File: src/rtl/conv_data_pkg.sv
`default_nettype none

package conv_data_pkg;

	// ######################################################################
	// fixed point widths and datapath types
	// ######################################################################

	localparam int PIXEL_WIDTH = 16;
	localparam int WEIGHT_WIDTH = 16;
	localparam int ACC_WIDTH = 40;   // headroom for 25 full scale products
	localparam int OUT_WIDTH = 16;

	typedef logic signed [PIXEL_WIDTH-1:0] pixel_t;
	typedef logic signed [WEIGHT_WIDTH-1:0] weight_t;   // also used for the bias
	typedef logic signed [ACC_WIDTH-1:0] acc_t;
	typedef logic [OUT_WIDTH-1:0] out_t;

	// saturation ceiling of the output stage
	localparam int OUT_MAX = 32767;

endpackage

`default_nettype wire

File: src/rtl/relu_output_stage.sv
`timescale 1ns/1ps
`default_nettype none

module relu_output_stage (
	input wire logic clk,
	input wire logic reset,
	input wire logic sum_valid,
	input conv_data_pkg::acc_t sum,
	input conv_data_pkg::weight_t bias,
	output logic out_valid,
	output conv_data_pkg::out_t out_data
);

	conv_data_pkg::acc_t biased;
	conv_data_pkg::out_t clamped;

	always_comb
	begin
		biased = sum + bias;   // bias sign extends in the wider context
		if (biased < 0)
			clamped = '0;   // relu
		else if (biased > conv_data_pkg::OUT_MAX)
			clamped = conv_data_pkg::OUT_WIDTH'(conv_data_pkg::OUT_MAX);
		else
			clamped = biased[conv_data_pkg::OUT_WIDTH-1:0];
	end

	always_ff @(posedge clk or posedge reset)
	begin
		if (reset)
			out_valid <= 1'b0;
		else
			out_valid <= sum_valid;
	end

	always_ff @(posedge clk)
	begin
		if (sum_valid)
			out_data <= clamped;
	end

endmodule

`default_nettype wire

File: config.mk
export PLATFORM = sky130hd
export DESIGN_NAME = relu_output_stage
export DESIGN_NICKNAME = d
export VERILOG_FILES = /design/src/rtl/conv_data_pkg.sv /design/src/rtl/relu_output_stage.sv
export SDC_FILE = /design/constraint.sdc
export NUM_CORES = 1
export LEC_CHECK = 0
export BUFFER_PORTS_ARGS = -buffer_cell sky130_fd_sc_hd__buf_2
export CAP_MARGIN = 20
export CORE_MARGIN = 2
export CORE_UTILIZATION = 34
export CTS_CLUSTER_DIAMETER = 100
export DETAILED_ROUTE_END_ITERATION = 7
export GPL_TIMING_DRIVEN = 1
export PLACE_DENSITY_LB_ADDON = 0.08
export RECOVER_POWER = 25
export SETUP_SLACK_MARGIN = 0.3
export SKIP_CTS_REPAIR_TIMING = 1
export SLEW_MARGIN = 10
export SYNTH_ARGS = -nofsm -noshare
export SYNTH_HDL_FRONTEND = slang
export SYNTH_SLANG_ARGS = --single-unit
File: constraint.sdc
create_clock -name clk -period 0.8 [get_ports clk]
set_clock_uncertainty 0.05 [all_clocks]
set_input_delay 0.12 -clock clk [delete_from_list [all_inputs] [get_ports clk]]
set_output_delay 0.12 -clock clk [all_outputs]
set_load 0.005 [all_outputs]
==> impl_metrics.py <==
metrics = {
    "clock_tree": {
        "cts_tree": "done",
        "root_buffer": "clkbuf_8",
        "ctsLongestPathBuffers": 2,
        "cts.sinks": 17,
        "cts_made_buffers": 3,
        "h-tree-depth": 1,
        "clk_pin_slew_ps": 60,
    },
    "sta": {
        "worst_pin_slew_ps": 729,
        "hold_viol": 0,
        "holdWs_ps": 204,
        "finalWorstSetupSlack_ps": -2290,
        "period_needed_ps": 3090,
        "slew_violations": 0,
        "slew_headroom": 0.507,
        "max_freq_mhz": 324,
        "rsz0062_at_grt": "true",
        "setup_viol": 32,
        "post-route-period-util": 3.86,
    },
    "logic_synthesis": {
        "synth_area_um2": 3360,
        "synth_top_area_frac": 0.145,
        "synth_enable_flop_cells": 16,
        "yosysTopAreaCell": "ha_1",
        "synth_compound_area_frac": 0.357,
        "postSynthCellCount": 431,
        "synth_simple_gate_area_share": 0.216,
        "ys_seq_elements": 17,
        "yosysSeqAreaShare": 0.150,
        "synthTopCellsByArea": "ha_1 15%, edfxtp_1 14%, a21oi_1 7.0%, nand2_1 5.2%, xnor2_1 3.9%",
        "yosysWarnings": 0,
        "synth_top_family_by_area": "compound AO/OA/AOI/OAI gates",
        "syn-num-nets": 530,
        "postSynthAreaPerCell_um2": 7.80,
        "async_flop_share": 0.0588,
        "synthMuxAreaShare": 0.0153,
        "synth_fa_ha_area_frac": 0.151,
        "synth.distinct_cells": 75,
        "synth_xor_area_frac": 0.0547,
        "synth_ff_type": "edfxtp_1",
    },
    "run_status": {
        "status": "finished, violations left",
        "failed_checks": "negative setup slack",
    },
    "setup_path": {
        "path_class": "in -> reg",
        "cp_top_family": "simple AND/OR/NAND/NOR gates",
        "worstPathRequired_ps": 730,
        "cp-start-kind": "input pin",
        "crit_slowest_cell": "or3_4",
        "crit_buf_inv": 5,
        "critical_path.max_stage_delay_ps": 350,
        "end_kind": "flip-flop",
        "path_max_fanout": 7,
        "crit_chain": "buf_6, ha_4, a211oi_2, buf_4, o211ai_1, a311oi_2, buf_4, buf_6, or3_4, a21oi_2, a31oi_2, nor4_4, nand4bb_4, nor3_4, clkbuf_16, a41oi_1",
        "crit_arrival_ps": 3010,
    },
    "final_layout": {
        "layout_common_cells": "160 x buf_4, 70 x buf_2, 43 x nand2_1, 29 x a21oi_1, 26 x nor2_1",
        "finalNonFillerCells": 793,
        "fin_nets": 760,
        "multi_input_area_um2": 3190,
        "area_delta_synth_final_pct": 69.7,
        "final_util": 0.589,
        "final_common_cell": "buf_4",
        "antennaDiodeCount": 0,
        "fillers": 900,
        "drive_gt1_frac": 0.520,
        "seq_area_um2": 505,
    },
    "floorplan": {
        "die-height_um": 103,
        "die_area_um2": 10700,
        "fp.dieW_um": 103,
        "pin_count": 76,
        "start_util": 0.347,
        "rows": 36,
        "core_um2": 9680,
    },
    "global_routing": {
        "grt_pass1_wl_um": 19200,
        "grt_max_degree": 18,
        "gr-usage-all-layers": 0.226,
        "antenna_found_initial": 0,
        "grt_overflow": 0,
        "grt_pass1_vias": 4052,
    },
    "route": {
        "drt-total-wl_um": 12700,
        "viasPerCell": 5.30,
        "ant_nets": 0,
        "route.vias.total": 4203,
        "drc": 0,
        "drt_iter0_markers": 122,
        "wl_per_cell_um": 16.0,
        "first_pass_iters": 4,
    },
    "power_and_ir_drop": {
        "p_per_area_nw_per_um2": 1120,
        "ir_worst_vdd_uv": 637,
        "p_leak_nw": 2.48,
    },
    "placed_design": {
        "dp.cells": 784,
        "place_congestion": 0.941,
        "dpl.hpwl_um": 10400,
        "io_buffers": 75,
    },
    "worst_hold_path": {
        "hold_path_class": "in -> async",
    },
    "job": {
        "cap_violations": 0,
    },
}
[Yosys cell counts, types with 11 or more instances]
library cell	count
nand2_1	47
a41oi_1	12
nand4_1	12
ha_1	39
nor2_1	31
edfxtp_1	16
xnor2_1	15
nand3_1	14
a21o_1	12
a21oi_1	47
o21ai_0	24
o21a_1	11
[worst min-delay path, delay by kind of cell]
| kind | cells | cell delay, ps |
|---|---|---|
| buffers and inverters | 3 | 700 |
[power by group]
group / internal [mW] / total, mW / switching (mW) / leakage [nW]
sequential: 1.16 / 1.19 / 0.0287 / 0.168
combinational: 2.30 / 4.58 / 2.28 / 2.29
clock: 0.352 / 0.612 / 0.260 / 0.0228
total: 3.81 / 6.38 / 2.57 / 2.48
[worst paths after layout]
kind | from | to | slack [ps] | depth (start not counted)
min in group clk | sum[0] | out_data[0]$_SDFFCE_PN0P_ | 320 | 4
max in group asynchronous | reset | out_valid$_DFF_PP0_ | 410 | 3
hold / removal | reset | out_valid$_DFF_PP0_ | 200 | 3
setup / recovery | sum[1] | out_data[12]$_SDFFCE_PN0P_ | -2290 | 16
[registers in the layout, indices dropped and copies added (netlist names)]
register	flops
out_data	16
out_valid	1
[final cells by class]
class	count	area share
timing repair buffer	246	0.311
tap	133	0.0292
sequential	17	0.0886
inverter	7	0.00461
multi-input combinational	386	0.559
clock buffer	4	0.00790
[kinds of logic (layout without fill, tap and decap cells)]
kind of cell             Yosys count  after routing
buffers and inverters             28            257
adder cells (fa/ha/maj)           40             40
other                              1              1
multiplexers                       5              5
XOR/XNOR                          21             21
flip-flops                        17             17
AND/OR/NAND/NOR                  145            145
AO/OA/AOI/OAI                    174            174
[metal layers]
metal | routed length, um | global-route usage | vias up | share of wire
li1 | - | - | 2148 | -
met1 | 5400 | 0.287 | 1942 | 0.43
met2 | 6610 | 0.425 | 97 | 0.52
met3 | 435 | 0.00941 | 16 | 0.034
met4 | 227 | 0.0455 | 0 | 0.018
met5 | 0 | 0 | - | 0
[stage by stage]
stage          worst slack [ps]  setup TNS (ps)  instance area, um2  power, mW
4_1_cts                   -2380          -37210                5210       5.95
5_1_grt                   -2410          -38050                5700       6.85
6_report                  -2290          -35370                5700       6.38
3_5_place_dp              -2610          -38880                5160       5.32
3_3_place_gp              -2590          -38660                5160       5.29
2_1_floorplan             -2110          -30770                3500       3.44
Note: power is estimated with default switching activity, not from simulation.
