<file path="src/rtl/conv_data_pkg.sv">
`default_nettype none

package conv_data_pkg;

	// ######################################################################
	// fixed point widths and datapath types
	// ######################################################################

	localparam int PIXEL_WIDTH = 16;
	localparam int WEIGHT_WIDTH = 16;
	localparam int ACC_WIDTH = 40;   // headroom for 25 full scale products
	localparam int OUT_WIDTH = 16;

	typedef logic signed [PIXEL_WIDTH-1:0] pixel_t;
	typedef logic signed [WEIGHT_WIDTH-1:0] weight_t;   // also used for the bias
	typedef logic signed [ACC_WIDTH-1:0] acc_t;
	typedef logic [OUT_WIDTH-1:0] out_t;

	// saturation ceiling of the output stage
	localparam int OUT_MAX = 32767;

endpackage

`default_nettype wire

</file>
<file path="src/rtl/kernel_weight_store.sv">
`timescale 1ns/1ps
`default_nettype none

module kernel_weight_store #(
	parameter int KERNEL_SIZE = 5
) (
	input wire logic clk,
	input wire logic reset,
	input wire logic wm_write,
	input wire logic [$clog2(KERNEL_SIZE*KERNEL_SIZE+1)-1:0] wm_addr,
	input conv_data_pkg::weight_t wm_data,
	output conv_data_pkg::weight_t weights [0:KERNEL_SIZE*KERNEL_SIZE-1],
	output conv_data_pkg::weight_t bias
);

	localparam int TAPS = KERNEL_SIZE * KERNEL_SIZE;
	localparam int AW = $clog2(TAPS + 1);
	localparam logic [AW-1:0] BIAS_ADDR = AW'(TAPS);   // bias sits after the last weight

	always_ff @(posedge clk or posedge reset)
	begin
		if (reset)
		begin
			for (int i = 0; i < TAPS; i++)
			begin
				weights[i] <= '0;
			end
			bias <= '0;
		end
		else if (wm_write)
		begin
			for (int i = 0; i < TAPS; i++)
			begin
				if (wm_addr == AW'(i))
					weights[i] <= wm_data;
			end
			if (wm_addr == BIAS_ADDR)
				bias <= wm_data;
		end
	end

	a_addr_in_range: assert property (@(posedge clk) disable iff (reset)
		wm_write |-> wm_addr <= BIAS_ADDR);

endmodule

`default_nettype wire

</file>
<file path="config.mk">
export PLATFORM = sky130hd
export DESIGN_NAME = kernel_weight_store
export DESIGN_NICKNAME = d
export VERILOG_FILES = /design/src/rtl/conv_data_pkg.sv /design/src/rtl/kernel_weight_store.sv
export SDC_FILE = /design/constraint.sdc
export NUM_CORES = 1
export LEC_CHECK = 0
export BUFFER_PORTS_ARGS = -buffer_cell sky130_fd_sc_hd__buf_2
export CELL_PAD_IN_SITES_DETAIL_PLACEMENT = 2
export CELL_PAD_IN_SITES_GLOBAL_PLACEMENT = 2
export CORE_MARGIN = 2
export CORE_UTILIZATION = 35
export CTS_CLUSTER_DIAMETER = 200
export DETAILED_ROUTE_END_ITERATION = 12
export PLACE_DENSITY = 0.77
export SLEW_MARGIN = 10
export SYNTH_ARGS = -nofsm -noshare
export SYNTH_HDL_FRONTEND = slang
export SYNTH_SLANG_ARGS = --single-unit
export TNS_END_PERCENT = 10
</file>
<file path="constraint.sdc">
create_clock -name clk -period 27.4 [get_ports clk]
set_clock_uncertainty 0.05 [all_clocks]
set_input_delay 5.48 -clock clk [delete_from_list [all_inputs] [get_ports clk]]
set_output_delay 5.48 -clock clk [all_outputs]
set_load 0.05 [all_outputs]
</file>
==> results of run 1 <==
## sequential cells by signal, summed over array words and instances, names as in the netlist
| signal | cells |
|---|---|
| bias | 16 |
| weights | 400 |
## cell usage after synthesis
library cell and n:
sky130_fd_sc_hd__buf_4 1, sky130_fd_sc_hd__dfrtp_1 416, sky130_fd_sc_hd__and3_1 1, sky130_fd_sc_hd__nor3_2 1, sky130_fd_sc_hd__or3_1 2, sky130_fd_sc_hd__inv_1 1
sky130_fd_sc_hd__nand2b_1 2, sky130_fd_sc_hd__clkbuf_1 34, sky130_fd_sc_hd__nor2b_1 5, sky130_fd_sc_hd__nor4b_2 1, sky130_fd_sc_hd__nor2_1 8, sky130_fd_sc_hd__buf_2 33
sky130_fd_sc_hd__mux2_2 388, sky130_fd_sc_hd__nand4b_1 3, sky130_fd_sc_hd__and4bb_2 2, sky130_fd_sc_hd__mux2_1 28, sky130_fd_sc_hd__nand2_1 13, sky130_fd_sc_hd__and4bb_1 1
## metrics by stage
| stage | area (sq um) | setup slack (ps) |
|---|---|---|
| 2_1_floorplan | 15630 | 10290 |
| 3_3_place_gp | 18360 | 18220 |
| 3_5_place_dp | 18360 | 18100 |
| 4_1_cts | 19760 | 18720 |
| 5_1_grt | 19760 | 18380 |
| 6_report | 19760 | 18910 |
## cell families after synthesis
group	after synthesis	share of synthesized area
flip-flops	416	0.6661
AND/OR/NAND/NOR	39	0.01473
multiplexers	416	0.2997
buffers and inverters	69	0.01945
## power groups by stage
stage,clock [mW],combinational (mW),sequential (mW)
after floorplan,0,0.119,1.23
after global placement,0,0.730,0.797
after detailed placement,0,0.745,0.807
after CTS,0.596,0.749,0.800
after global routing,0.618,0.768,0.815
final,0.579,0.742,0.799
## cell type report
class	instances	area (sq um)	area share
tap	592	740.7	0.03749
clock inverter	7	46.29	0.002343
multi-input combinational	455	4941	0.2501
sequential	416	10410	0.5269
inverter	1	11.26	0.0005700
clock buffer	69	1349	0.06828
timing repair buffer	447	2257	0.1143
## final timing paths
path	startpoint	to	slack (ps)
worst max register to register	weights[22]	weights[22]	26510
worst min register to register	weights[81]	weights[81]	440
max in group clk	wm_addr[4]	weights[345]	20140
worst max-delay path	reset	weights[70]	18910
worst min-delay path	weights[81]	weights[81]	440
min in group asynchronous	reset	weights[236]	5050
## metal layers
layer  vias up  track usage  share of wire
li1       4143            -              -
met1      5190       0.2603           0.39
met2       316       0.3803           0.51
met3        93      0.06044          0.065
met4         4      0.09080          0.039
met5         -            0        0.00042
==> flow_summary.json, run 1 <==
{
  "status": "completed",
  "cts_setup_buffers": 0,
  "vias": 9746,
  "report.final.hold_viol_count": 0,
  "power.switching_uw": 879.3,
  "cts_made_buffers": 46,
  "fin_crit_ps": 8489,
  "synth_warn": 0,
  "stdcell_count": 1987,
  "die-area_sq_um": 46360,
  "areaGrowthSynthToFinish_pct": 26.40,
  "drc_errors": 0,
  "dp_cells": 1911,
  "drv_cap": 0,
  "first_global_vias": 11280,
  "initialDrtViolationCount": 383,
  "number_of_antenna_violations_at_the_first_check_in_global_routing": 2,
  "max_freq_ghz": 0.1178,
  "worst_pin_slew_ps": 1211,
  "drive_above_1_share": 0.6530,
  "routed_wire_length_mm": 50.54,
  "peakVddDrop_mv": 0.06098,
  "slew_headroom": 0.1919,
  "report.final.slew_viol_count": 0,
  "gr-total-overflow": 0,
  "cts_root_buf": "sky130_fd_sc_hd__clkbuf_16",
  "dpl.hpwl_mm": 34.58,
  "p_seq_frac": 0.377,
  "synth.area.top_cells": "sky130_fd_sc_hd__dfrtp_1, sky130_fd_sc_hd__mux2_2, sky130_fd_sc_hd__mux2_1",
  "layout.cells.most_common": "sky130_fd_sc_hd__buf_2",
  "share_clk_of_total_power": 0.273,
  "pwr_density_cell_nw_per_um2": 107.3,
  "timing.reg2reg.worst_path_depth": 1,
  "start_kind": "input pin",
  "internal_power_mw": 1.240,
  "syn_area_per_cell_sq_um": 16.63,
  "postSynthRegisterBits": 416,
  "path_common_cell": "sky130_fd_sc_hd__buf_4",
  "cp_num_cells": 5,
  "core-area_sq_um": 44120,
  "drt-pass1-iter-count": 6,
  "cts_repair_resizes": 0,
  "syn_nets": 964,
  "synth_cell_type_count": 18,
  "combPwrFrac": 0.350,
  "synth_top_cell_by_area": "sky130_fd_sc_hd__dfrtp_1",
  "worst_setup_hold_path_clk_slew_ps": 60,
  "route.detailed.wl_per_inst_um": 25.43,
  "std_cell_rows": 77,
  "cts_hold_repair.buffers": 0,
  "worst_path_maximum_fanout": 125,
  "critPathArrivalTime_ps": 8970,
  "grt_usage": 0.2207,
  "num-fill-cells": 4337,
  "unrepaired_setup_endpoints_after_global_routing": "false",
  "whs_ps": 435.3,
  "io_pins": 440,
  "n_diodes": 0,
  "report.power.total_mw": 2.119,
  "cp.required_ps": 27890,
  "setup_violations": 0,
  "postRouteAntennaNets": 0,
  "fin_tns_setup_ps": 0,
  "die_x_um": 215.3,
  "syn-instance-count": 940,
  "initial_utilization": 0.3542,
  "worstHoldPathType": "reg2reg",
  "final_nets": 1391,
  "final_util": 0.4477,
  "min_path_cells": 1,
  "finalWeightedCongestion": 0.7388,
  "timing.critical_path.max_delay_family": "buffers and inverters",
  "cpPeakStageDelay_ps": 910,
  "route.detailed.vias_per_inst": 4.905,
  "worstSetupPathType": "in2async",
  "path_buf_inv": 5,
  "final.period_utilization": 0.3098,
  "clk_path_buf_depth": 3,
  "layout.cells.most_common_list": "sky130_fd_sc_hd__buf_2, sky130_fd_sc_hd__dfrtp_1, sky130_fd_sc_hd__mux2_2",
  "syn-cell-area_sq_um": 15630,
  "clock_insertion_delay_at_the_later_pin_of_the_skew_report_ps": 560,
  "cts.sinks": 416,
  "synthDominantCellAreaShare": 0.6661,
  "p_leak_nw": 10.16,
  "crit_path_capture_type": "async pin",
  "cp_slowest_cell": "sky130_fd_sc_hd__buf_4",
  "ys_seq_area_frac": 0.6661,
  "htree_levels": 2,
  "p_sw_frac": 0.4149,
  "maximum_number_of_pins_on_one_net_before_global_route_repair": 126,
  "crit_path_cell_chain": "buf_2, inv_8, buf_4, buf_4, buf_4",
  "grt_first_pass_wirelength_mm": 76.62,
  "port_buffers": 439,
  "fp.dieH_um": 215.3,
  "cts_tree": "done"
}
Power figures use the tool's default switching activity.
==> inputs of run 2 (changes only) <==
- clock period: 27.4 -> 8.7 ns (I/O delays scaled with it)
==> run 2 against run 1 <==
Compared with the run above: count of clock-buffer cells in the layout fell by 2; routed wire length fell by 1.3%; worst hold slack got worse by 1.1 ps; combinational power rose to 3.1 times the previous value; power rose to 3.2 times the previous value; non-clock buffer count rose by 2; first-iteration DRC count rose by 13%; critical endpoint is now weights[338].
==> flow_summary.json, run 2 (synthesized netlist as in run 1, its figures left out) <==
{
  "status": "completed",
  "die_x_um": 215.3,
  "fp.dieH_um": 215.3,
  "cts_repair_resizes": 0,
  "n_diodes": 0,
  "cts.sinks": 416,
  "routed_wire_length_mm": 49.87,
  "drv_cap": 0,
  "final.period_utilization": 0.3810,
  "cts_made_buffers": 46,
  "setup_violations": 0,
  "cp.required_ps": 9090,
  "clk_path_buf_depth": 3,
  "pwr_density_cell_nw_per_um2": 338.6,
  "cts_hold_repair.buffers": 0,
  "areaGrowthSynthToFinish_pct": 27.01,
  "route.detailed.wl_per_inst_um": 25.01,
  "power.switching_mw": 2.774,
  "report.power.total_mw": 6.721,
  "internal_power_mw": 3.947,
  "core-area_sq_um": 44120,
  "hold_path_end": "weights[80]",
  "finalWeightedCongestion": 0.7449,
  "layout.cells.most_common_list": "sky130_fd_sc_hd__buf_2, sky130_fd_sc_hd__dfrtp_1, sky130_fd_sc_hd__mux2_2",
  "clock_insertion_delay_at_the_later_pin_of_the_skew_report_ps": 540,
  "largest_reg_flops": 400,
  "drc_errors": 0,
  "max_freq_ghz": 0.3016,
  "report.final.slew_viol_count": 0,
  "crit-reg2reg-launch": "weights[265]",
  "report.final.hold_viol_count": 0,
  "cts_root_buf": "sky130_fd_sc_hd__clkbuf_16",
  "grt_usage": 0.2173,
  "first_global_vias": 11070,
  "start_kind": "input pin",
  "route.detailed.vias_per_inst": 4.899,
  "fin_crit_ps": 3315,
  "stdcell_count": 1994,
  "reg_top3": "weights: 400 flops, bias: 16 flops",
  "p_sw_frac": 0.4127,
  "cts_tree": "done",
  "vias": 9769,
  "drt-pass1-iter-count": 4,
  "worst-r2r-setup-slack_ps": 7830,
  "die-area_sq_um": 46360,
  "combPwrFrac": 0.347,
  "unrepaired_setup_endpoints_after_global_routing": "false",
  "initial_utilization": 0.3542,
  "critPathArrivalTime_ps": 3700,
  "maximum_number_of_pins_on_one_net_before_global_route_repair": 161,
  "share_clk_of_total_power": 0.279,
  "gr-total-overflow": 0,
  "crit_path_capture_type": "flip-flop",
  "worst_setup_hold_path_clk_slew_ps": 60,
  "fin_area_sq_um": 19850,
  "crit-reg2reg-capture": "weights[265]",
  "number_of_antenna_violations_at_the_first_check_in_global_routing": 0,
  "final_critical_path_setup_slack_ps": 5385,
  "worst_pin_slew_ps": 1173,
  "cts_setup_buffers": 0,
  "p_seq_frac": 0.374,
  "worstHoldPathType": "reg2reg",
  "hold_start": "weights[80]",
  "std_cell_rows": 77,
  "peakVddDrop_mv": 0.1711,
  "pre_cts_setup_slack_ps": 4839,
  "port_buffers": 439,
  "slew_headroom": 0.2170,
  "p_leak_nw": 10.21,
  "regMostFlops": "weights",
  "placed_cell_area_sq_um": 18390,
  "htree_levels": 2,
  "timing.reg2reg.worst_path_depth": 1,
  "dp_cells": 1913,
  "min_path_cells": 1,
  "postRouteAntennaNets": 0,
  "worst_path_maximum_fanout": 16,
  "fin_tns_setup_ps": 0,
  "num-fill-cells": 4337,
  "final_nets": 1393,
  "worstSetupPathType": "in2reg",
  "io_pins": 440,
  "drive_above_1_share": 0.6562,
  "dpl.hpwl_mm": 34.39,
  "grt_first_pass_wirelength_mm": 75.56,
  "initialDrtViolationCount": 432,
  "layout.cells.most_common": "sky130_fd_sc_hd__buf_2"
}
[run 2: power by group through the flow]
stage | sequential, mW | clock, mW | combinational (mW)
after floorplan | 3.86 | 0 | 0.375
after global placement | 2.51 | 0 | 2.31
after detailed placement | 2.54 | 0 | 2.35
after CTS | 2.51 | 1.94 | 2.35
after global routing | 2.56 | 2.02 | 2.41
final | 2.51 | 1.88 | 2.33
[run 2: metal layers]
layer  track usage  wire length (um)  vias up
met2        0.3661             24940      322
met3       0.06681              3348       81
met4       0.07195              1567        0
met1        0.2658             20020     5222
met5             0                 0        -
li1              -                 -     4144
[run 2: worst max path at each step]
stage,start,cells after the start,slack [ps],end
final,wm_addr[4],4,5380,weights[338]
after global routing,wm_addr[4],4,5360,weights[338]
after CTS,wm_addr[4],4,5420,weights[338]
after detailed placement,wm_addr[4],4,4840,weights[344]
after global placement,wm_addr[4],4,4920,weights[343]
after floorplan,reset,1,1300,bias[0]
[run 2: worst max-delay path, stage by stage]
cell and delay, ps:
sky130_fd_sc_hd__buf_2 140, sky130_fd_sc_hd__nor4b_2 470, sky130_fd_sc_hd__nor2b_2 900, sky130_fd_sc_hd__mux2_2 430
[run 2: area by class of cell]
type | count | area [sq um] | area share
well taps | 592 | 740.7 | 0.03731
clock inverters | 14 | 105.1 | 0.005295
flip-flops and latches | 416 | 10410 | 0.5244
repair buffers | 449 | 2297 | 0.1157
multi-input cells | 455 | 4938 | 0.2488
clock buffers | 67 | 1351 | 0.06807
inverters | 1 | 7.507 | 0.0003782
[run 2: per-stage QoR]
stage / utilization / hold slack, ps
5_1_grt: 0.4499 / 456.0
4_1_cts: 0.4499 / 439.1
3_3_place_gp: 0.4169 / 414.9
6_report: 0.4499 / 434.3
2_1_floorplan: - / 778.1
3_5_place_dp: 0.4169 / 425.2
