File: src/rtl/conv_data_pkg.sv
`default_nettype none

package conv_data_pkg;

	// ######################################################################
	// fixed point widths and datapath types
	// ######################################################################

	localparam int PIXEL_WIDTH = 16;
	localparam int WEIGHT_WIDTH = 16;
	localparam int ACC_WIDTH = 40;   // headroom for 25 full scale products
	localparam int OUT_WIDTH = 16;

	typedef logic signed [PIXEL_WIDTH-1:0] pixel_t;
	typedef logic signed [WEIGHT_WIDTH-1:0] weight_t;   // also used for the bias
	typedef logic signed [ACC_WIDTH-1:0] acc_t;
	typedef logic [OUT_WIDTH-1:0] out_t;

	// saturation ceiling of the output stage
	localparam int OUT_MAX = 32767;

endpackage

`default_nettype wire

File: src/rtl/conv_geometry_pkg.sv
`default_nettype none

package conv_geometry_pkg;

	// ######################################################################
	// default feature map and kernel geometry
	// ######################################################################

	localparam int IFM_SIZE_DEFAULT = 8;     // map is square
	localparam int KERNEL_SIZE_DEFAULT = 5;

	// shift chain length needed to expose a full k x k window
	function automatic int line_depth(input int ifm, input int k);
		return (k - 1) * ifm + k;
	endfunction

	// side of the output map, stride 1 and no padding
	function automatic int out_size(input int ifm, input int k);
		return ifm - k + 1;
	endfunction

	localparam int LINE_DEPTH_DEFAULT = line_depth(IFM_SIZE_DEFAULT, KERNEL_SIZE_DEFAULT);
	localparam int OUT_SIZE_DEFAULT = out_size(IFM_SIZE_DEFAULT, KERNEL_SIZE_DEFAULT);
	localparam int FRAME_PIXELS_DEFAULT = IFM_SIZE_DEFAULT * IFM_SIZE_DEFAULT;
	localparam int FRAME_RESULTS_DEFAULT = OUT_SIZE_DEFAULT * OUT_SIZE_DEFAULT;

endpackage

`default_nettype wire
File: src/rtl/window_line_buffer.sv
`timescale 1ns/1ps
`default_nettype none

module window_line_buffer #(
	parameter int IFM_SIZE = 8,
	parameter int KERNEL_SIZE = 5
) (
	input wire logic clk,
	input wire logic reset,
	input wire logic pixel_valid,
	input conv_data_pkg::pixel_t pixel_data,
	output conv_data_pkg::pixel_t window [0:KERNEL_SIZE*KERNEL_SIZE-1]
);

	localparam int DEPTH = conv_geometry_pkg::line_depth(IFM_SIZE, KERNEL_SIZE);

	conv_data_pkg::pixel_t chain [0:DEPTH-1];   // chain[0] holds the newest pixel

	// ######################################################################
	// shift chain, one step per accepted pixel
	// ######################################################################

	always_ff @(posedge clk or posedge reset)
	begin
		if (reset)
		begin
			for (int i = 0; i < DEPTH; i++)
			begin
				chain[i] <= '0;
			end
		end
		else if (pixel_valid)
		begin
			chain[0] <= pixel_data;
			for (int i = 1; i < DEPTH; i++)
			begin
				chain[i] <= chain[i-1];
			end
		end
	end

	// ######################################################################
	// window taps
	// ######################################################################

	// row 0 col 0 is the oldest tap, the last element is the newest pixel
	for (genvar r = 0; r < KERNEL_SIZE; r++)
	begin : g_row
		for (genvar c = 0; c < KERNEL_SIZE; c++)
		begin : g_col
			assign window[r*KERNEL_SIZE+c] =
				chain[(KERNEL_SIZE-1-r)*IFM_SIZE + (KERNEL_SIZE-1-c)];
		end
	end

endmodule

`default_nettype wire

File: config.mk
export PLATFORM = sky130hd
export DESIGN_NAME = window_line_buffer
export DESIGN_NICKNAME = d
export VERILOG_FILES = /design/src/rtl/conv_data_pkg.sv /design/src/rtl/conv_geometry_pkg.sv /design/src/rtl/window_line_buffer.sv
export SDC_FILE = /design/constraint.sdc
export NUM_CORES = 1
export LEC_CHECK = 0
export BUFFER_PORTS_ARGS = -buffer_cell sky130_fd_sc_hd__clkbuf_2
export CAP_MARGIN = 20
export CELL_PAD_IN_SITES_DETAIL_PLACEMENT = 0
export CELL_PAD_IN_SITES_GLOBAL_PLACEMENT = 2
export CORE_MARGIN = 1.5
export CORE_UTILIZATION = 45
export CTS_BUF_LIST = sky130_fd_sc_hd__clkbuf_4
export DETAILED_ROUTE_END_ITERATION = 8
export PLACE_DENSITY = 0.93
export RECOVER_POWER = 25
export SLEW_MARGIN = 40
export SYNTH_ARGS = -nofsm -noshare
export SYNTH_HDL_FRONTEND = slang
export SYNTH_SLANG_ARGS = --single-unit
File: constraint.sdc
create_clock -name clk -period 43.4 [get_ports clk]
set_input_delay 8.68 -clock clk [delete_from_list [all_inputs] [get_ports clk]]
set_output_delay 8.68 -clock clk [all_outputs]
set_load 0.05 [all_outputs]
==> results of run 1 <==
power by group through the flow:
| stage | logic (mW) | clock network [mW] | registers, mW |
|---|---|---|---|
| after floorplan | 0.816 | 0 | 0.830 |
| after CTS | 0.790 | 0.512 | 0.898 |
| after global placement | 0.780 | 0 | 0.899 |
| final | 0.784 | 0.490 | 0.892 |
| after detailed placement | 0.788 | 0 | 0.908 |
| after global routing | 0.819 | 0.544 | 0.921 |
kinds of logic after synthesis:
kind of cell / count (synthesis) / share of synthesized area (%)
buf+inv: 467 / 14.8
mux: 592 / 26.4
flops: 592 / 58.7
final cells by class:
cell class / instances / area [um^2] / area share [%]
Antenna cell: 1 / 2.50 / 0.00938
Clock buffer: 240 / 1800 / 6.75
Clock inverter: 28 / 220 / 0.825
Inverter: 1 / 5.00 / 0.0188
Multi-Input combinational cell: 592 / 6670 / 25.0
Sequential cell: 592 / 14800 / 55.5
Tap cell: 748 / 936 / 3.51
Timing Repair Buffer: 431 / 2230 / 8.37
sequential cells by signal, summed over array words and instances, names as in the netlist:
| signal | count |
|---|---|
| chain | 192 |
| window | 400 |
final timing paths:
kind | from | to | slack [ns] | cells past startpoint
setup / recovery | reset | chain[236]$_DFFE_PP0P_ | 28.42 | 3
hold reg to reg | chain[474]$_DFFE_PP0P_ | window[90]$_DFFE_PP0P_ | 0.46 | 1
hold / removal | chain[474]$_DFFE_PP0P_ | window[90]$_DFFE_PP0P_ | 0.46 | 1
max in group clk | pixel_valid | window[178]$_DFFE_PP0P_ | 29.71 | 4
min in group asynchronous | reset | window[260]$_DFFE_PP0P_ | 9.27 | 2
setup reg to reg | window[285]$_DFFE_PP0P_ | window[301]$_DFFE_PP0P_ | 42.52 | 1
cells in the mapped netlist:
| master | n | area (um^2) |
|---|---|---|
| mux2_2 | 592 | 6670 |
| buf_6 | 65 | 732 |
| buf_4 | 400 | 3000 |
| dfrtp_1 | 592 | 14800 |
| buf_2 | 1 | 5.00 |
| inv_1 | 1 | 3.75 |
through the flow:
step	power (mW)	utilization (%)
floorplan	1.65	-
global placement	1.68	44.6
detailed placement	1.70	44.8
CTS	2.20	48.4
global route	2.28	48.3
finish	2.17	48.3
layer usage:
layer	global-route usage, %	vias to the layer above
li1	-	5608
met1	20.2	6403
met2	25.7	344
met3	6.44	79
met4	6.85	0
met5	0	-
==> results.cfg, run 1 <==
[clock_tree]
cts-root-buf = clkbuf_4
clkTransAtPathRegs_ns = 0.06
cts_tree = yes
worstSkewPairLatency_ns = 0.95
postCtsResizedCells = 0
post_cts_buffers = 0
clockBufferDepth = 3
htreeDepth = 4
cts.hold.buffers_added = 0
cts_sinks = 592
numCtsBuffers = 158

[logic_synthesis]
yosysWarnings = 0
syn_avg_cell_area_um2 = 15.3
synthesis.nets = 1670
synth-seq-cells = 592
ys_types = 6
synth_area_mm2 = 0.0252
synthCells = 1651
ys_seq_area_share_pct = 58.7

[layout]
fin_nets = 1795
finalInstanceArea_mm2 = 0.0267
layout-drive-gt1-share_pct = 67.6
area_growth_syn_to_layout_pct = 5.76
num-fill-cells = 4861
finalNonFillerCells = 2633
mostFrequentLayoutCells = mux2_2, dfrtp_1, clkbuf_2

[detailed_routing]
dr_wl_met2_um = 22900
vias = 12400
ant_nets = 0
wl_met3_um = 3460
drt-initial-drc-count = 508
drt-met1-wl_um = 19200
avgRoutedWirePerCell_um = 17.7
drtPass1Iterations = 4
wl_um = 46600
post-route-drc-count = 0
via_per_inst = 4.72
routed.top_layer = met4

[placement]
io_buffers = 418
dp.cells = 2363
gp_congestion = 0.773
place_area_mm2 = 0.0247
pre_cts_ws_ns = 31.89
dp_hpwl_um = 31300

[worst_setup_path]
cp-start-kind = primary input
worstPathRequired_ns = 43.36
path_buf_inv = 3
worst_setup_path_end_kind = async pin
critPathMaxFanout = 114
crit_family = buffers and inverters
slowest_delay_ns = 3.33
worstPathArrival_ns = 14.94
crit_chain = clkbuf_2 > clkinvlp_2 > clkbuf_1
slowest_stage = clkbuf_1
worstSetupPathType = in2async

[power]
pwr_density_cell_mw_per_mm2 = 81.2
power_frac_comb_pct = 36.2
swShare_pct = 43.0
vdd_drop_max_uv = 65.3
clockPowerShare_pct = 22.6
p_int_mw = 1.23
p_seq_share_pct = 41.2
leakagePower_nw = 13.3
p_sw_mw = 0.932

[floorplan]
fp.dieH_um = 240
start_util_pct = 45.7
rows = 86
die_x_um = 240
die_area_mm2 = 0.0575
ios = 419
core_mm2 = 0.0552

[timing]
relSlewSlack_pct = -233
rsz0062_at_grt = no
setup_viol = 0
min_period_ns = 14.98
fin_hold_ws_ns = 0.463
fin_skew_ns = 0.0501
fmax_mhz = 66.8
setup_tns_ns = 0
hold_violations = 0
tightest_slew_ns = 4.97
fin_ws_ns = 28.42
finalCritPeriodShare_pct = 34.5
slew_viol_final = 541

[grt]
grt_pass1_vias = 13000
grt_start_max_net_pins = 118
overflow = 0
grt_pass1_wl_um = 73100
antenna_found_initial = 1
grtUsageTotal_pct = 16.4

[flow_run]
maxCapViolations = 7

[run_status]
failed_checks = max-capacitance violations, max-slew violations
outcome = complete, but fails checks

[hold_path]
min_path_type = reg2reg
Power figures use the tool's default switching activity.
==> run 2, diff against run 1 <==
--- a/config.mk
+++ b/config.mk
@@ -5,15 +5,16 @@
 export SDC_FILE = /design/constraint.sdc
 export NUM_CORES = 1
 export LEC_CHECK = 0
+export ABC_AREA = 1
 export BUFFER_PORTS_ARGS = -buffer_cell sky130_fd_sc_hd__clkbuf_2
 export CAP_MARGIN = 20
 export CELL_PAD_IN_SITES_DETAIL_PLACEMENT = 0
 export CELL_PAD_IN_SITES_GLOBAL_PLACEMENT = 2
 export CORE_MARGIN = 1.5
-export CORE_UTILIZATION = 45
+export CORE_UTILIZATION = 32
 export CTS_BUF_LIST = sky130_fd_sc_hd__clkbuf_4
 export DETAILED_ROUTE_END_ITERATION = 8
-export PLACE_DENSITY = 0.93
+export PLACE_DENSITY = 0.83
 export RECOVER_POWER = 25
 export SLEW_MARGIN = 40
 export SYNTH_ARGS = -nofsm -noshare
==> constraint.sdc (replaced) <==
create_clock -name clk -period 12.61 [get_ports clk]
set_input_delay 2.522 -clock clk [delete_from_list [all_inputs] [get_ports clk]]
set_output_delay 2.522 -clock clk [all_outputs]
set_load 0.05 [all_outputs]
==> results.cfg, run 2 <==
[timing]
setup_tns_ns = 0
fmax_mhz = 156
min_period_ns = 6.39
setup_viol = 0
relSlewSlack_pct = -203
rsz0062_at_grt = no
hold_violations = 0
slew_viol_final = 192
fin_skew_ns = 0.0722
tightest_slew_ns = 4.55
finalCritPeriodShare_pct = 50.7

[worst_setup_path]
worstPathRequired_ns = 12.58
slowest_delay_ns = 3.20
worst_setup_path_end_kind = async pin
crit_chain = clkbuf_1 > clkinvlp_2 > clkbuf_1
rr_worst_depth = 2
cp-start-kind = primary input
worstSetupPathType = in2async
worstSetupEndpoint = window[223]$_DFFE_PP0P_
crit_path_frequent_cell = clkbuf_1
slowest_stage = clkbuf_1
timing.rr.end = chain[251]$_DFFE_PP0P_
cp-startpoint = reset
reg2reg_from = window[235]$_DFFE_PP0P_
critPathMaxFanout = 77
ff2ff_setup_slack_ns = 11.69
worstPathArrival_ns = 6.36

[detailed_routing]
via_per_inst = 4.18
post-route-drc-count = 0
vias = 17300
ant_nets = 0
wl_um = 62300
drtPass1Iterations = 4
drt-initial-drc-count = 1255
avgRoutedWirePerCell_um = 15.0

[logic_synthesis]
synth_area_mm2 = 0.0258
syn_avg_cell_area_um2 = 8.89
synth_edf_count = 0
synth-seq-cells = 592
synthCells = 2901
async_flop_share_pct = 100
synth_top_area_cell = dfrtp_1
synth.top_cell.area_share_pct = 57.5
post-synth-top-count-cell = nand2_1
synth.area.top_cells = dfrtp_1, nand2_1, buf_4, buf_8, buf_2
ys_types = 8
ys_seq_area_share_pct = 57.5
synth_top_flop_cell = dfrtp_1
yosysWarnings = 0
synthTopCellsByCount = nand2_1, dfrtp_1, buf_4
synthesis.nets = 2920

[clock_tree]
post_cts_buffers = 0
worstSkewPairLatency_ns = 1.01
htreeDepth = 4
numCtsBuffers = 172
cts-root-buf = clkbuf_4
cts_tree = yes
clkTransAtPathRegs_ns = 0.06
postCtsResizedCells = 0
cts_sinks = 592
clockBufferDepth = 3
cts.hold.buffers_added = 0

[floorplan]
rows = 103
ios = 419
core_mm2 = 0.0794
start_util_pct = 32.5
die_area_mm2 = 0.0823
die_x_um = 287
fp.dieH_um = 287

[power]
vdd_drop_max_uv = 83.9
pwr_density_cell_mw_per_mm2 = 189
swShare_pct = 37.3
p_sw_mw = 1.92
p_int_mw = 3.23
power_frac_comb_pct = 20.7
clockPowerShare_pct = 33.7
leakagePower_nw = 16.2
p_seq_share_pct = 45.6

[layout]
largest_register_ffs = 400
fin_nets = 2999
area_growth_syn_to_layout_pct = 5.83
layout_commonest_cell = nand2_1
mostFrequentLayoutCells = nand2_1, dfrtp_1, clkbuf_2
utilization_pct = 34.4
layout-drive-gt1-share_pct = 22.4
finalNonFillerCells = 4143

[placement]
dp_hpwl_um = 39500
dp.cells = 3854
io_buffers = 418
gp_congestion = 0.775

[grt]
overflow = 0
grtUsageTotal_pct = 15.2
grt_pass1_vias = 17300
grt_pass1_wl_um = 98300
antenna_found_initial = 1
grt_start_max_net_pins = 316

[run_status]
outcome = complete, but fails checks
failed_checks = max-capacitance violations, max-slew violations

[flow_run]
maxCapViolations = 3

[hold_path]
min_path_type = reg2reg
[run 2: power by group through the flow]
stage | registers [mW] | clock network, mW | logic (mW)
floorplan | 2.30 | 0 | 1.09
finish | 2.35 | 1.74 | 1.06
CTS | 2.35 | 1.83 | 1.08
global placement | 2.39 | 0 | 1.07
global route | 2.38 | 1.94 | 1.15
detailed placement | 2.39 | 0 | 1.08
[run 2: through the flow]
stage	hold slack, ns	power [mW]	cell area [um^2]	worst slack, ns
after floorplan	0.442	3.39	25800	2.02
after global placement	0.454	3.46	25100	7.54
after detailed placement	0.458	3.47	25200	7.96
after CTS	0.409	5.27	27300	8.04
after global routing	0.439	5.47	27300	5.38
final	0.415	5.15	27300	6.22
[run 2: logic make-up (layout without fill, tap and decap cells)]
logic type,after synthesis,in the layout,share of synthesized area [%]
and+or+nand+nor,1776,1776,25.9
DFF,592,592,57.5
buffers and inverters,533,724,16.7
other,0,1,0
[run 2: area by class of cell]
type                    count  area [um^2]
flip-flops and latches    592        14800
well taps                1050         1310
clock buffers             239         1790
inverters                   2         35.0
clock inverters            47          287
fillers                  8536        52100
repair buffers            436         2380
multi-input cells        1776         6670
diodes                      1         2.50
[run 2: how the worst min path moves through the flow]
stage,start,to,slack [ns],cells past startpoint
global route,chain[108]$_DFFE_PP0P_,chain[92]$_DFFE_PP0P_,0.44,2
finish,chain[255]$_DFFE_PP0P_,chain[239]$_DFFE_PP0P_,0.41,2
CTS,chain[108]$_DFFE_PP0P_,chain[92]$_DFFE_PP0P_,0.41,2
detailed placement,chain[222]$_DFFE_PP0P_,window[254]$_DFFE_PP0P_,0.46,2
floorplan,chain[100]$_DFFE_PP0P_,chain[100]$_DFFE_PP0P_,0.44,2
global placement,chain[365]$_DFFE_PP0P_,chain[365]$_DFFE_PP0P_,0.45,2
[run 2: per-layer routing]
metal  share of wire, %  vias to the layer above  GRT usage [%]
li1                   -                     8583              -
met1                 43                     8246           18.9
met2                 47                      405           23.6
met3                7.7                      103           5.98
met4                2.2                        0           6.12
met5                  0                        -              0
[run 2: worst max-delay path: cells and delay by family]
family | cells | cell delay, ns
buffers and inverters | 3 | 3.73
