### src/rtl/window_position_tracker.sv
`timescale 1ns/1ps
`default_nettype none

module window_position_tracker #(
	parameter int IFM_SIZE = 8,
	parameter int KERNEL_SIZE = 5
) (
	input wire logic clk,
	input wire logic reset,
	input wire logic pixel_valid,
	output logic window_valid
);

	localparam int CW = $clog2(IFM_SIZE);
	localparam logic [CW-1:0] LAST = CW'(IFM_SIZE - 1);
	localparam logic [CW-1:0] FIRST_FULL = CW'(KERNEL_SIZE - 1);

	logic [CW-1:0] col;   // position of the next pixel to arrive
	logic [CW-1:0] row;
	logic window_closes;

	// the incoming pixel is the bottom right corner of an in-map window
	assign window_closes = (col >= FIRST_FULL) && (row >= FIRST_FULL);

	always_ff @(posedge clk or posedge reset)
	begin
		if (reset)
		begin
			col <= '0;
			row <= '0;
			window_valid <= 1'b0;
		end
		else
		begin
			window_valid <= pixel_valid && window_closes;
			if (pixel_valid)
			begin
				if (col == LAST)
				begin
					col <= '0;
					row <= (row == LAST) ? '0 : row + 1'b1;   // frame wrap
				end
				else
				begin
					col <= col + 1'b1;
				end
			end
		end
	end

	a_col_in_range: assert property (@(posedge clk) disable iff (reset)
		col <= LAST);

	// one pulse per accepted pixel, never stretched over an idle cycle
	a_valid_single: assert property (@(posedge clk) disable iff (reset)
		window_valid && !pixel_valid |=> !window_valid);

endmodule

`default_nettype wire

### config.mk
export PLATFORM = sky130hd
export DESIGN_NAME = window_position_tracker
export DESIGN_NICKNAME = d
export VERILOG_FILES = /design/src/rtl/window_position_tracker.sv
export SDC_FILE = /design/constraint.sdc
export NUM_CORES = 1
export LEC_CHECK = 0
export ABC_AREA = 1
export BUFFER_PORTS_ARGS = -buffer_cell sky130_fd_sc_hd__buf_2
export CAP_MARGIN = 20
export CORE_AREA = 8 8 45 47
export DETAILED_ROUTE_END_ITERATION = 10
export DIE_AREA = 0 0 53 55
export HOLD_SLACK_MARGIN = 0.1
export PLACE_DENSITY = 0.41
export SLEW_MARGIN = 5
export SYNTH_ARGS = -nofsm -noshare
export SYNTH_HDL_FRONTEND = slang
export SYNTH_SLANG_ARGS = --single-unit
### constraint.sdc
create_clock -name clk -period 3.75 [get_ports clk]
set_clock_uncertainty 0.1 [all_clocks]
set_input_delay 0.75 -clock clk [delete_from_list [all_inputs] [get_ports clk]]
set_output_delay 0.75 -clock clk [all_outputs]
set_load 0.05 [all_outputs]
==> qor.txt, run 1 <==
Fin crit period: 1.66 ns
RR Endpoint: row[0]$_DFFE_PP0P_
DR DRC count: 0
Fin. Hold Viols: 0
Clk Latency, worst-skew pair: 0.25 ns
Multi-input logic area: 143 µm²
Mapped Cells: 39
Area of the mapped netlist: 333 µm²
Setup_tns: 0 ns
Synth Register Bits: 7
Area Overhead vs Synth: 18.4%
CP Capture Type: output port
Slew Limit Fails: 0
Critical R2R Launch: col[0]$_DFFE_PP0P_
WP depth: 1
Vias in the first global route: 217
Share of the yosys chip area belonging to registers: 52.6%
Reg2reg setup slack: 2.49 ns
CP startpoint kind: flip-flop
Number of detailed-route iterations in the first pass: 1
Dominant cells by area after synthesis: dfrtp_1 (53%), nand2_1 (21%), ha_1 (15%), nor2_1 (4.5%), inv_1 (3.4%)
Via-to-Cell Ratio: 3.90
Worst path cell trace: buf_2
Critical Path Fanout Max: 1
Final cell count without fillers: 62
Post-route ant nets: 0
GRT Total Usage: 5.16%
Final Cycle Share: 44.3%
Crit path max-delay cell type: dfrtp_1
Ports: 4
Total grt overflow: 0
DR WL/cell: 8.61 µm
Worst setup endpoint: window_valid
FF+latch area: 175 µm²
Diodes inserted: 0
DPL Wire Length: 414 µm
Status: finished clean
Sinks on Clock Net: 7
Filler instances: 154
Max_cap viols: 0
Initial antenna violation count: 0
WP data arrival: 0.81 ns
Leak: 0.239 nW
Peak VDD IR: 222 µV
Via count: 242
H-tree depth: 1
Final Setup Violations: 0
# nets final: 54
Resized Gates After CTS: 0
Initial DRC count: 0
Worst R2R Path Depth: 6
Syn_area_per_cell: 8.53 µm²
Setup Crit Path Kind: reg -> out
Number of port buffers: 3
Inst Count DP: 58
Slew headroom: 82.2%
Synth unique cells: 7
Mapped Nets: 46
Clk pin slew, worst setup/hold paths: 0.05 ns
TritonCTS buffer count: 3
TritonCTS clock tree: built
Clock Path Buffers: 2
Crit path max-delay family: flip-flops
YS warnings: 0
GP Congestion: 0.674
Row Count: 14
Slew @ Worst Pin: 0.267 ns
WP buf/inv: 1
First-pass GRT wire length: 1.01 mm
Max Freq: 602 MHz
Critical Path RT: 2.90 ns
Largest net degree at the start of global routing: 8
Hold Path Class: in -> async
Synth top area share: 52.6%
Crit path launch: window_valid$_DFF_PP0_
Clock root buffer: clkbuf_4
Postcts setup bufs: 0
Routed WL: 534 µm
Power Density: 645 nW/µm²
Die Ht: 55 µm
Crit-path max cell delay: 0.31 ns
Unrepaired setup endpoints after global routing: false
Core area: 1380 µm²
Leading area contributor after synthesis: dfrtp_1
Total die area: 2920 µm²
Hold_buf cts: 0
Die X: 53 µm
Initial Util: 24.1%
Fraction of layout cells with a size suffix above 1: 17.4%
[cell families after synthesis]
kind of cell / after synthesis / synth area share (%)
adders and majority gates: 4 / 15.0
buffers and inverters: 4 / 4.51
DFF: 7 / 52.6
and+or+nand+nor: 24 / 27.8
[per-layer routing]
layer / GRT usage [%] / part of all wire (%) / vias up
li1: - / - / 131
met1: 6.00 / 52 / 109
met2: 6.05 / 45 / 2
met3: 3.21 / 3.0 / 0
met4: 5.17 / 0 / 0
met5: 0 / 0 / -
[worst min path at each step]
stage | end | slack [ns] | startpoint
2_1_floorplan | col[1]$_DFFE_PP0P_ | 0.35 | col[1]$_DFFE_PP0P_
3_3_place_gp | col[1]$_DFFE_PP0P_ | 0.37 | col[1]$_DFFE_PP0P_
3_5_place_dp | col[1]$_DFFE_PP0P_ | 0.37 | col[1]$_DFFE_PP0P_
4_1_cts | window_valid$_DFF_PP0_ | 0.33 | reset
5_1_grt | row[2]$_DFFE_PP0P_ | 0.34 | reset
6_report | window_valid$_DFF_PP0_ | 0.32 | reset
[cells in the final DEF (no fill, tap or decap), drive strengths merged]
| master | count |
|---|---|
| dfrtp | 7 |
| ha | 4 |
| clkbuf | 4 |
| buf | 3 |
| inv | 4 |
| nor2 | 4 |
| nand2 | 20 |
[sequential cells by signal, indices dropped and copies added, names as in the netlist]
signal,flops
window_valid,1
col,3
row,3
[cell type report]
type                       count  area share, %
sequential                     7           44.4
inverter                       4           3.81
clock buffer                   4           6.67
timing repair buffer           3           3.81
tap                           16           5.08
multi-input combinational     28           36.2
[power breakdown]
group          internal (W)  switching, W
clock             0.0000406     0.0000282
sequential         0.000102     0.0000191
combinational     0.0000291     0.0000354
total              0.000172     0.0000826
[through the flow]
step                utilization (%)  worst slack [ns]  hold WS, ns  instance area [µm²]  power, W
floorplan                         -              2.31        0.346                  333  0.000173
global placement               26.6              2.35        0.374                  368  0.000190
detailed placement             26.6              2.35        0.368                  368  0.000189
CTS                            28.5              2.07        0.328                  394  0.000259
global route                   28.5              2.03        0.342                  394  0.000280
finish                         28.5              2.09        0.320                  394  0.000254
[synth_stat cells]
master,count
dfrtp_1,7
ha_1,4
inv_1,3
inv_2,1
nand2_1,19
nand2_2,1
nor2_1,4
No activity file was read; power rests on OpenSTA's default activity.
==> run 2, diff against run 1 <==
==> constraint.sdc (replaced) <==
create_clock -name clk -period 1.7 [get_ports clk]
set_clock_uncertainty 0.1 [all_clocks]
set_input_delay 0.34 -clock clk [delete_from_list [all_inputs] [get_ports clk]]
set_output_delay 0.34 -clock clk [all_outputs]
set_load 0.05 [all_outputs]
==> qor.txt, run 2 (synthesized netlist as in run 1, its figures left out) <==
Largest net degree at the start of global routing: 8 (unchanged)
Via count: 239 (-1.2%)
Clk Latency, worst-skew pair: 0.25 ns (about the same)
Total die area: 2920 µm² (unchanged)
Post-route ant nets: 0 (unchanged)
Row Count: 14 (unchanged)
Leak: 0.244 nW (+1.7%)
Fraction of layout cells with a size suffix above 1: 17.0% (-0.37 points)
Max_cap viols: 0 (unchanged)
Max Freq: 787 MHz
DR WL/cell: 8.63 µm (+0.26%)
WP data arrival: 1.30 ns (+0.49 ns)
Slew Limit Fails: 0 (unchanged)
Vias in the first global route: 243 (+12%)
Initial DRC count: 1 (+1)
Dpl cell area: 368 µm² (unchanged)
Initial antenna violation count: 0 (unchanged)
Fin. Hold Viols: 0 (unchanged)
Clock root buffer: clkbuf_4
Slew headroom: 81.8% (-0.36 points)
Sinks on Clock Net: 7 (unchanged)
Fin util: 29.2% (+0.72 points)
Via-to-Cell Ratio: 3.79 (-2.8%)
Unrepaired setup endpoints after global routing: false
Biggest regs: col (3), row (3), window_valid (1)
Area Overhead vs Synth: 21.4%
DR DRC count: 0 (unchanged)
CP startpoint kind: flip-flop
Number of detailed-route iterations in the first pass: 4 (+3)
Total grt overflow: 0 (unchanged)
Number of port buffers: 3 (unchanged)
Most frequent cells in the layout: nand2_1 (19), dfrtp_1 (7), nor2_1 (4), ha_1 (4)
Die X: 53 µm (unchanged)
Status: finished clean
# nets final: 55 (+1.9%)
TritonCTS buffer count: 3 (unchanged)
Die Ht: 55 µm (unchanged)
Diodes inserted: 0 (unchanged)
Filler instances: 159 (+3.2%)
Ports: 4 (unchanged)
CP Capture Type: flip-flop
WHS Path Cells: 3
Finished Cell Area: 404 µm² (+2.5%)
Critical Path RT: 1.73 ns (-1.17 ns)
Clock Path Buffers: 2 (unchanged)
Setup_tns: 0 ns (unchanged)
Worst R2R Path Depth: 6 (unchanged)
Final Setup Violations: 0 (unchanged)
DPL Wire Length: 419 µm (+1.1%)
First-pass GRT wire length: 945 µm (-6.2%)
GP Congestion: 0.629 (-6.6%)
Clk pin slew, worst setup/hold paths: 0.05 ns (about the same)
H-tree depth: 1 (unchanged)
Initial Util: 24.1% (unchanged)
Routed WL: 544 µm (+1.9%)
Critical Path Fanout Max: 4 (+3)
Final Cycle Share: 74.7%
Slew @ Worst Pin: 0.273 ns (+0.00541 ns)
Postcts setup bufs: 0 (unchanged)
Commonest non-fill, non-tap cell in the layout: nand2_1
Fin crit period: 1.27 ns
GRT Total Usage: 4.83% (-0.33 points)
Hold Path Class: in -> reg
Power Density: 1390 nW/µm² (+110%)
Setup Crit Path Kind: reg -> reg
Peak VDD IR: 447 µV (+100%)
TritonCTS clock tree: built
Core area: 1380 µm² (unchanged)
## run 2: cell count changes in the layout (fill, tap and decap cells not counted), sizes merged
cell and delta:
dlygate4sd3 +1
## run 2: cell type report
type                            count  area, µm²  area share, %
Tap cell                           16       20.0           4.95
Inverter                            4       15.0           3.72
Timing Repair Buffer                4       25.0           6.19
Multi-Input combinational cell     28        143           35.3
Sequential cell                     7        175           43.3
Clock buffer                        4       26.3           6.50
## run 2: worst paths after layout
check                                   startpoint                 end  slack, ns
worst max-delay path            col[0]$_DFFE_PP0P_  row[1]$_DFFE_PP0P_       0.43
worst min-delay path                   pixel_valid  col[1]$_DFFE_PP0P_       0.27
worst max register to register  col[0]$_DFFE_PP0P_  row[1]$_DFFE_PP0P_       0.43
worst min register to register  col[1]$_DFFE_PP0P_  col[1]$_DFFE_PP0P_       0.37
max in group asynchronous                    reset  row[1]$_DFFE_PP0P_       0.82
min in group asynchronous                    reset  col[2]$_DFFE_PP0P_       0.46
## run 2: report_power, final
part | internal, W | switching (W)
clock | 0.0000894 | 0.0000585
sequential | 0.000225 | 0.0000421
combinational | 0.0000665 | 0.0000791
total | 0.000381 | 0.000180
## run 2: what timing repair did
action / 4_1_cts / 5_1_grt
hold buffers: 1 / 0
endpoints found under the hold margin: 7 / 0
gates resized for setup: 0 / 0
## run 2: critical path: stages (launching register included)
cell	delay [ns]
dfrtp_1	0.39
ha_1	0.21
ha_1	0.20
nand2_2	0.11
inv_2	0.05
nand2_1	0.06
nand2_1	0.04
## run 2: routing by layer
layer	GRT usage, %	share of wire [%]	wire, µm	vias up
met5	0	0	0	-
met4	5.17	0	0	0
met3	2.41	3.3	18	0
met2	6.84	49	267	2
met1	4.92	47	257	103
li1	-	-	-	134
## run 2: stage by stage
stage                     instances  worst slack (ns)  total power [W]  hold WS (ns)
after CTS                        63             0.426         0.000573         0.259
after global routing             63             0.369         0.000618         0.272
after floorplan                  39             0.507         0.000382        0.0434
after global placement           58             0.436         0.000423         0.190
after detailed placement         58             0.436         0.000416         0.189
final                            63             0.430         0.000560         0.266
==> run 3, diff against run 2 <==
--- a/config.mk
+++ b/config.mk
@@ -12,7 +12,7 @@
 export DETAILED_ROUTE_END_ITERATION = 10
 export DIE_AREA = 0 0 53 55
 export HOLD_SLACK_MARGIN = 0.1
-export PLACE_DENSITY = 0.41
+export PLACE_DENSITY = 0.42
 export SLEW_MARGIN = 5
 export SYNTH_ARGS = -nofsm -noshare
 export SYNTH_HDL_FRONTEND = slang
==> constraint.sdc (replaced) <==
create_clock -name clk -period 1.14 [get_ports clk]
set_clock_uncertainty 0.1 [all_clocks]
set_input_delay 0.228 -clock clk [delete_from_list [all_inputs] [get_ports clk]]
set_output_delay 0.228 -clock clk [all_outputs]
set_load 0.05 [all_outputs]
==> qor.txt, run 3 (synthesized netlist as in run 1, its figures left out) <==
Fin util: 32.7% (+3.5 points)
Finished Cell Area: 453 µm² (+12%)
Sinks on Clock Net: 7 (unchanged)
Slew Limit Fails: 0 (unchanged)
DR WL/cell: 9.05 µm (+4.8%)
Critical Path RT: 1.17 ns (-0.56 ns)
Setup WS pre-CTS: -0.0475 ns (-0.484 ns)
Fin crit period: 1.16 ns (-0.107 ns)
H-tree depth: 1 (unchanged)
Total die area: 2920 µm² (unchanged)
First-pass GRT wire length: 1.09 mm (+15%)
Via count: 263 (+10%)
Clock power frac: 23.9% (-2.5 points)
Max Freq: 860 MHz (+9.2%)
Clock Path Buffers: 2 (unchanged)
P_sw: 0.000304 W (+69%)
Clock root buffer: clkbuf_4
Clk Latency, worst-skew pair: 0.25 ns (about the same)
Total grt overflow: 0 (unchanged)
Largest net degree at the start of global routing: 8 (unchanged)
Failing checks: negative setup slack
Max_cap viols: 0 (unchanged)
GRT Total Usage: 5.37% (+0.55 points)
DPL Wire Length: 428 µm (+2.3%)
P_int: 0.000625 W (+64%)
Area Overhead vs Synth: 36.1%
Clk pin slew, worst setup/hold paths: 0.05 ns (about the same)
Commonest non-fill, non-tap cell in the layout: nand2_1
Filler instances: 152 (-4.4%)
Most frequent cells in the layout: nand2_1 (18), dfrtp_1 (7), nor2_1 (4)
DR DRC count: 0 (unchanged)
Status: finished with violations
TritonCTS buffer count: 3 (unchanged)
Ports: 4 (unchanged)
Fraction of layout cells with a size suffix above 1: 28.6% (+12 points)
CP Capture Type: flip-flop
Setup Crit Path Kind: reg -> reg
Biggest regs: col (3), row (3), window_valid (1)
Core area: 1380 µm² (unchanged)
Peak VDD IR: 724 µV (+62%)
CP startpoint kind: flip-flop
Slew @ Worst Pin: 0.278 ns (+0.00541 ns)
Initial antenna violation count: 0 (unchanged)
Power Density: 2050 nW/µm² (+48%)
Multi-input logic area: 168 µm² (+18%)
Final Setup Violations: 3 (+3)
Dpl cell area: 388 µm² (+5.4%)
Unrepaired setup endpoints after global routing: true
Vias in the first global route: 258 (+6.2%)
Setup slack after layout: -0.0233 ns (-0.453 ns)
Gate power share: 32.9% (+6.9 points)
Critical Path Fanout Max: 4 (unchanged)
Die Ht: 55 µm (unchanged)
Leak: 0.257 nW (+5.5%)
Via-to-Cell Ratio: 4.05 (+6.7%)
GP Congestion: 0.654 (+3.9%)
WP data arrival: 1.20 ns (-0.10 ns)
Initial Util: 24.1% (unchanged)
Routed WL: 588 µm (+8.1%)
Initial DRC count: 3 (+2)
Die X: 53 µm (unchanged)
# nets final: 57 (+3.6%)
Diodes inserted: 0 (unchanged)
Sequential power share: 43.2% (-4.4 points)
Post-route ant nets: 0 (unchanged)
Slew headroom: 81.5% (-0.36 points)
Final Cycle Share: 102% (+27 points)
Sw Share: 32.7% (+0.64 points)
Number of port buffers: 3 (unchanged)
Row Count: 14 (unchanged)
Fin. Hold Viols: 0 (unchanged)
Hold Path Class: in -> reg
FF+latch area: 175 µm² (unchanged)
TritonCTS clock tree: built
Number of detailed-route iterations in the first pass: 2 (-2)
## run 3: layer usage
| layer | up-vias | track usage (%) | wire [µm] |
|---|---|---|---|
| met4 | 0 | 3.88 | 0 |
| li1 | 139 | - | - |
| met1 | 122 | 5.67 | 285 |
| met5 | - | 0 | 0 |
| met2 | 2 | 8.40 | 283 |
| met3 | 0 | 2.41 | 19 |
## run 3: path summary, 6_finish.rpt
check,cells past startpoint,to,startpoint,slack [ns]
worst max-delay path,6,row[1]$_DFFE_PP0P_,col[0]$_DFFE_PP0P_,-0.02
worst min-delay path,3,col[1]$_DFFE_PP0P_,pixel_valid,0.16
worst max register to register,6,row[1]$_DFFE_PP0P_,col[0]$_DFFE_PP0P_,-0.02
worst min register to register,2,col[1]$_DFFE_PP0P_,col[1]$_DFFE_PP0P_,0.38
max in group asynchronous,3,col[0]$_DFFE_PP0P_,reset,0.36
min in group asynchronous,3,col[2]$_DFFE_PP0P_,reset,0.35
## run 3: timing repair
action / 4_1_cts / 5_1_grt
resized for setup: 4 / 3
hold endpoints to repair: 7 / 0
setup buffers: 0 / 0
setup endpoints to repair: 4 / 5
pin swaps: 0 / 2
hold buffers: 1 / 0
## run 3: layout make-up
cell class / count / share of cell area (%)
repair buffers: 6 / 10.2
inverters: 4 / 3.87
well taps: 16 / 4.42
clock buffers: 4 / 5.80
multi-input cells: 28 / 37.0
flip-flops and latches: 7 / 38.7
## run 3: critical path: stages, from the launching register on
cell	delay (ns)
dfrtp_1	0.38
ha_2	0.20
ha_4	0.17
nand2_4	0.07
inv_4	0.04
nand2_2	0.05
nand2_1	0.04
## run 3: metrics by stage
stage / hold slack [ns] / setup TNS, ns / total power [W] / cells
3_3_place_gp: 0.0736 / -0.123 / 0.000665 / 60
3_5_place_dp: 0.0772 / -0.101 / 0.000665 / 60
2_1_floorplan: -0.0686 / 0 / 0.000575 / 39
6_report: 0.162 / -0.0463 / 0.000928 / 65
5_1_grt: 0.158 / -0.270 / 0.00104 / 65
4_1_cts: 0.153 / -0.0696 / 0.000932 / 65
## run 3: power groups by stage
| stage | Clock, W | Combinational (W) | Sequential, W |
|---|---|---|---|
| after floorplan | 0 | 0.000182 | 0.000393 |
| after global placement | 0 | 0.000268 | 0.000397 |
| after detailed placement | 0 | 0.000268 | 0.000397 |
| after CTS | 0.000234 | 0.000296 | 0.000401 |
| after global routing | 0.000257 | 0.000370 | 0.000414 |
| final | 0.000222 | 0.000306 | 0.000401 |
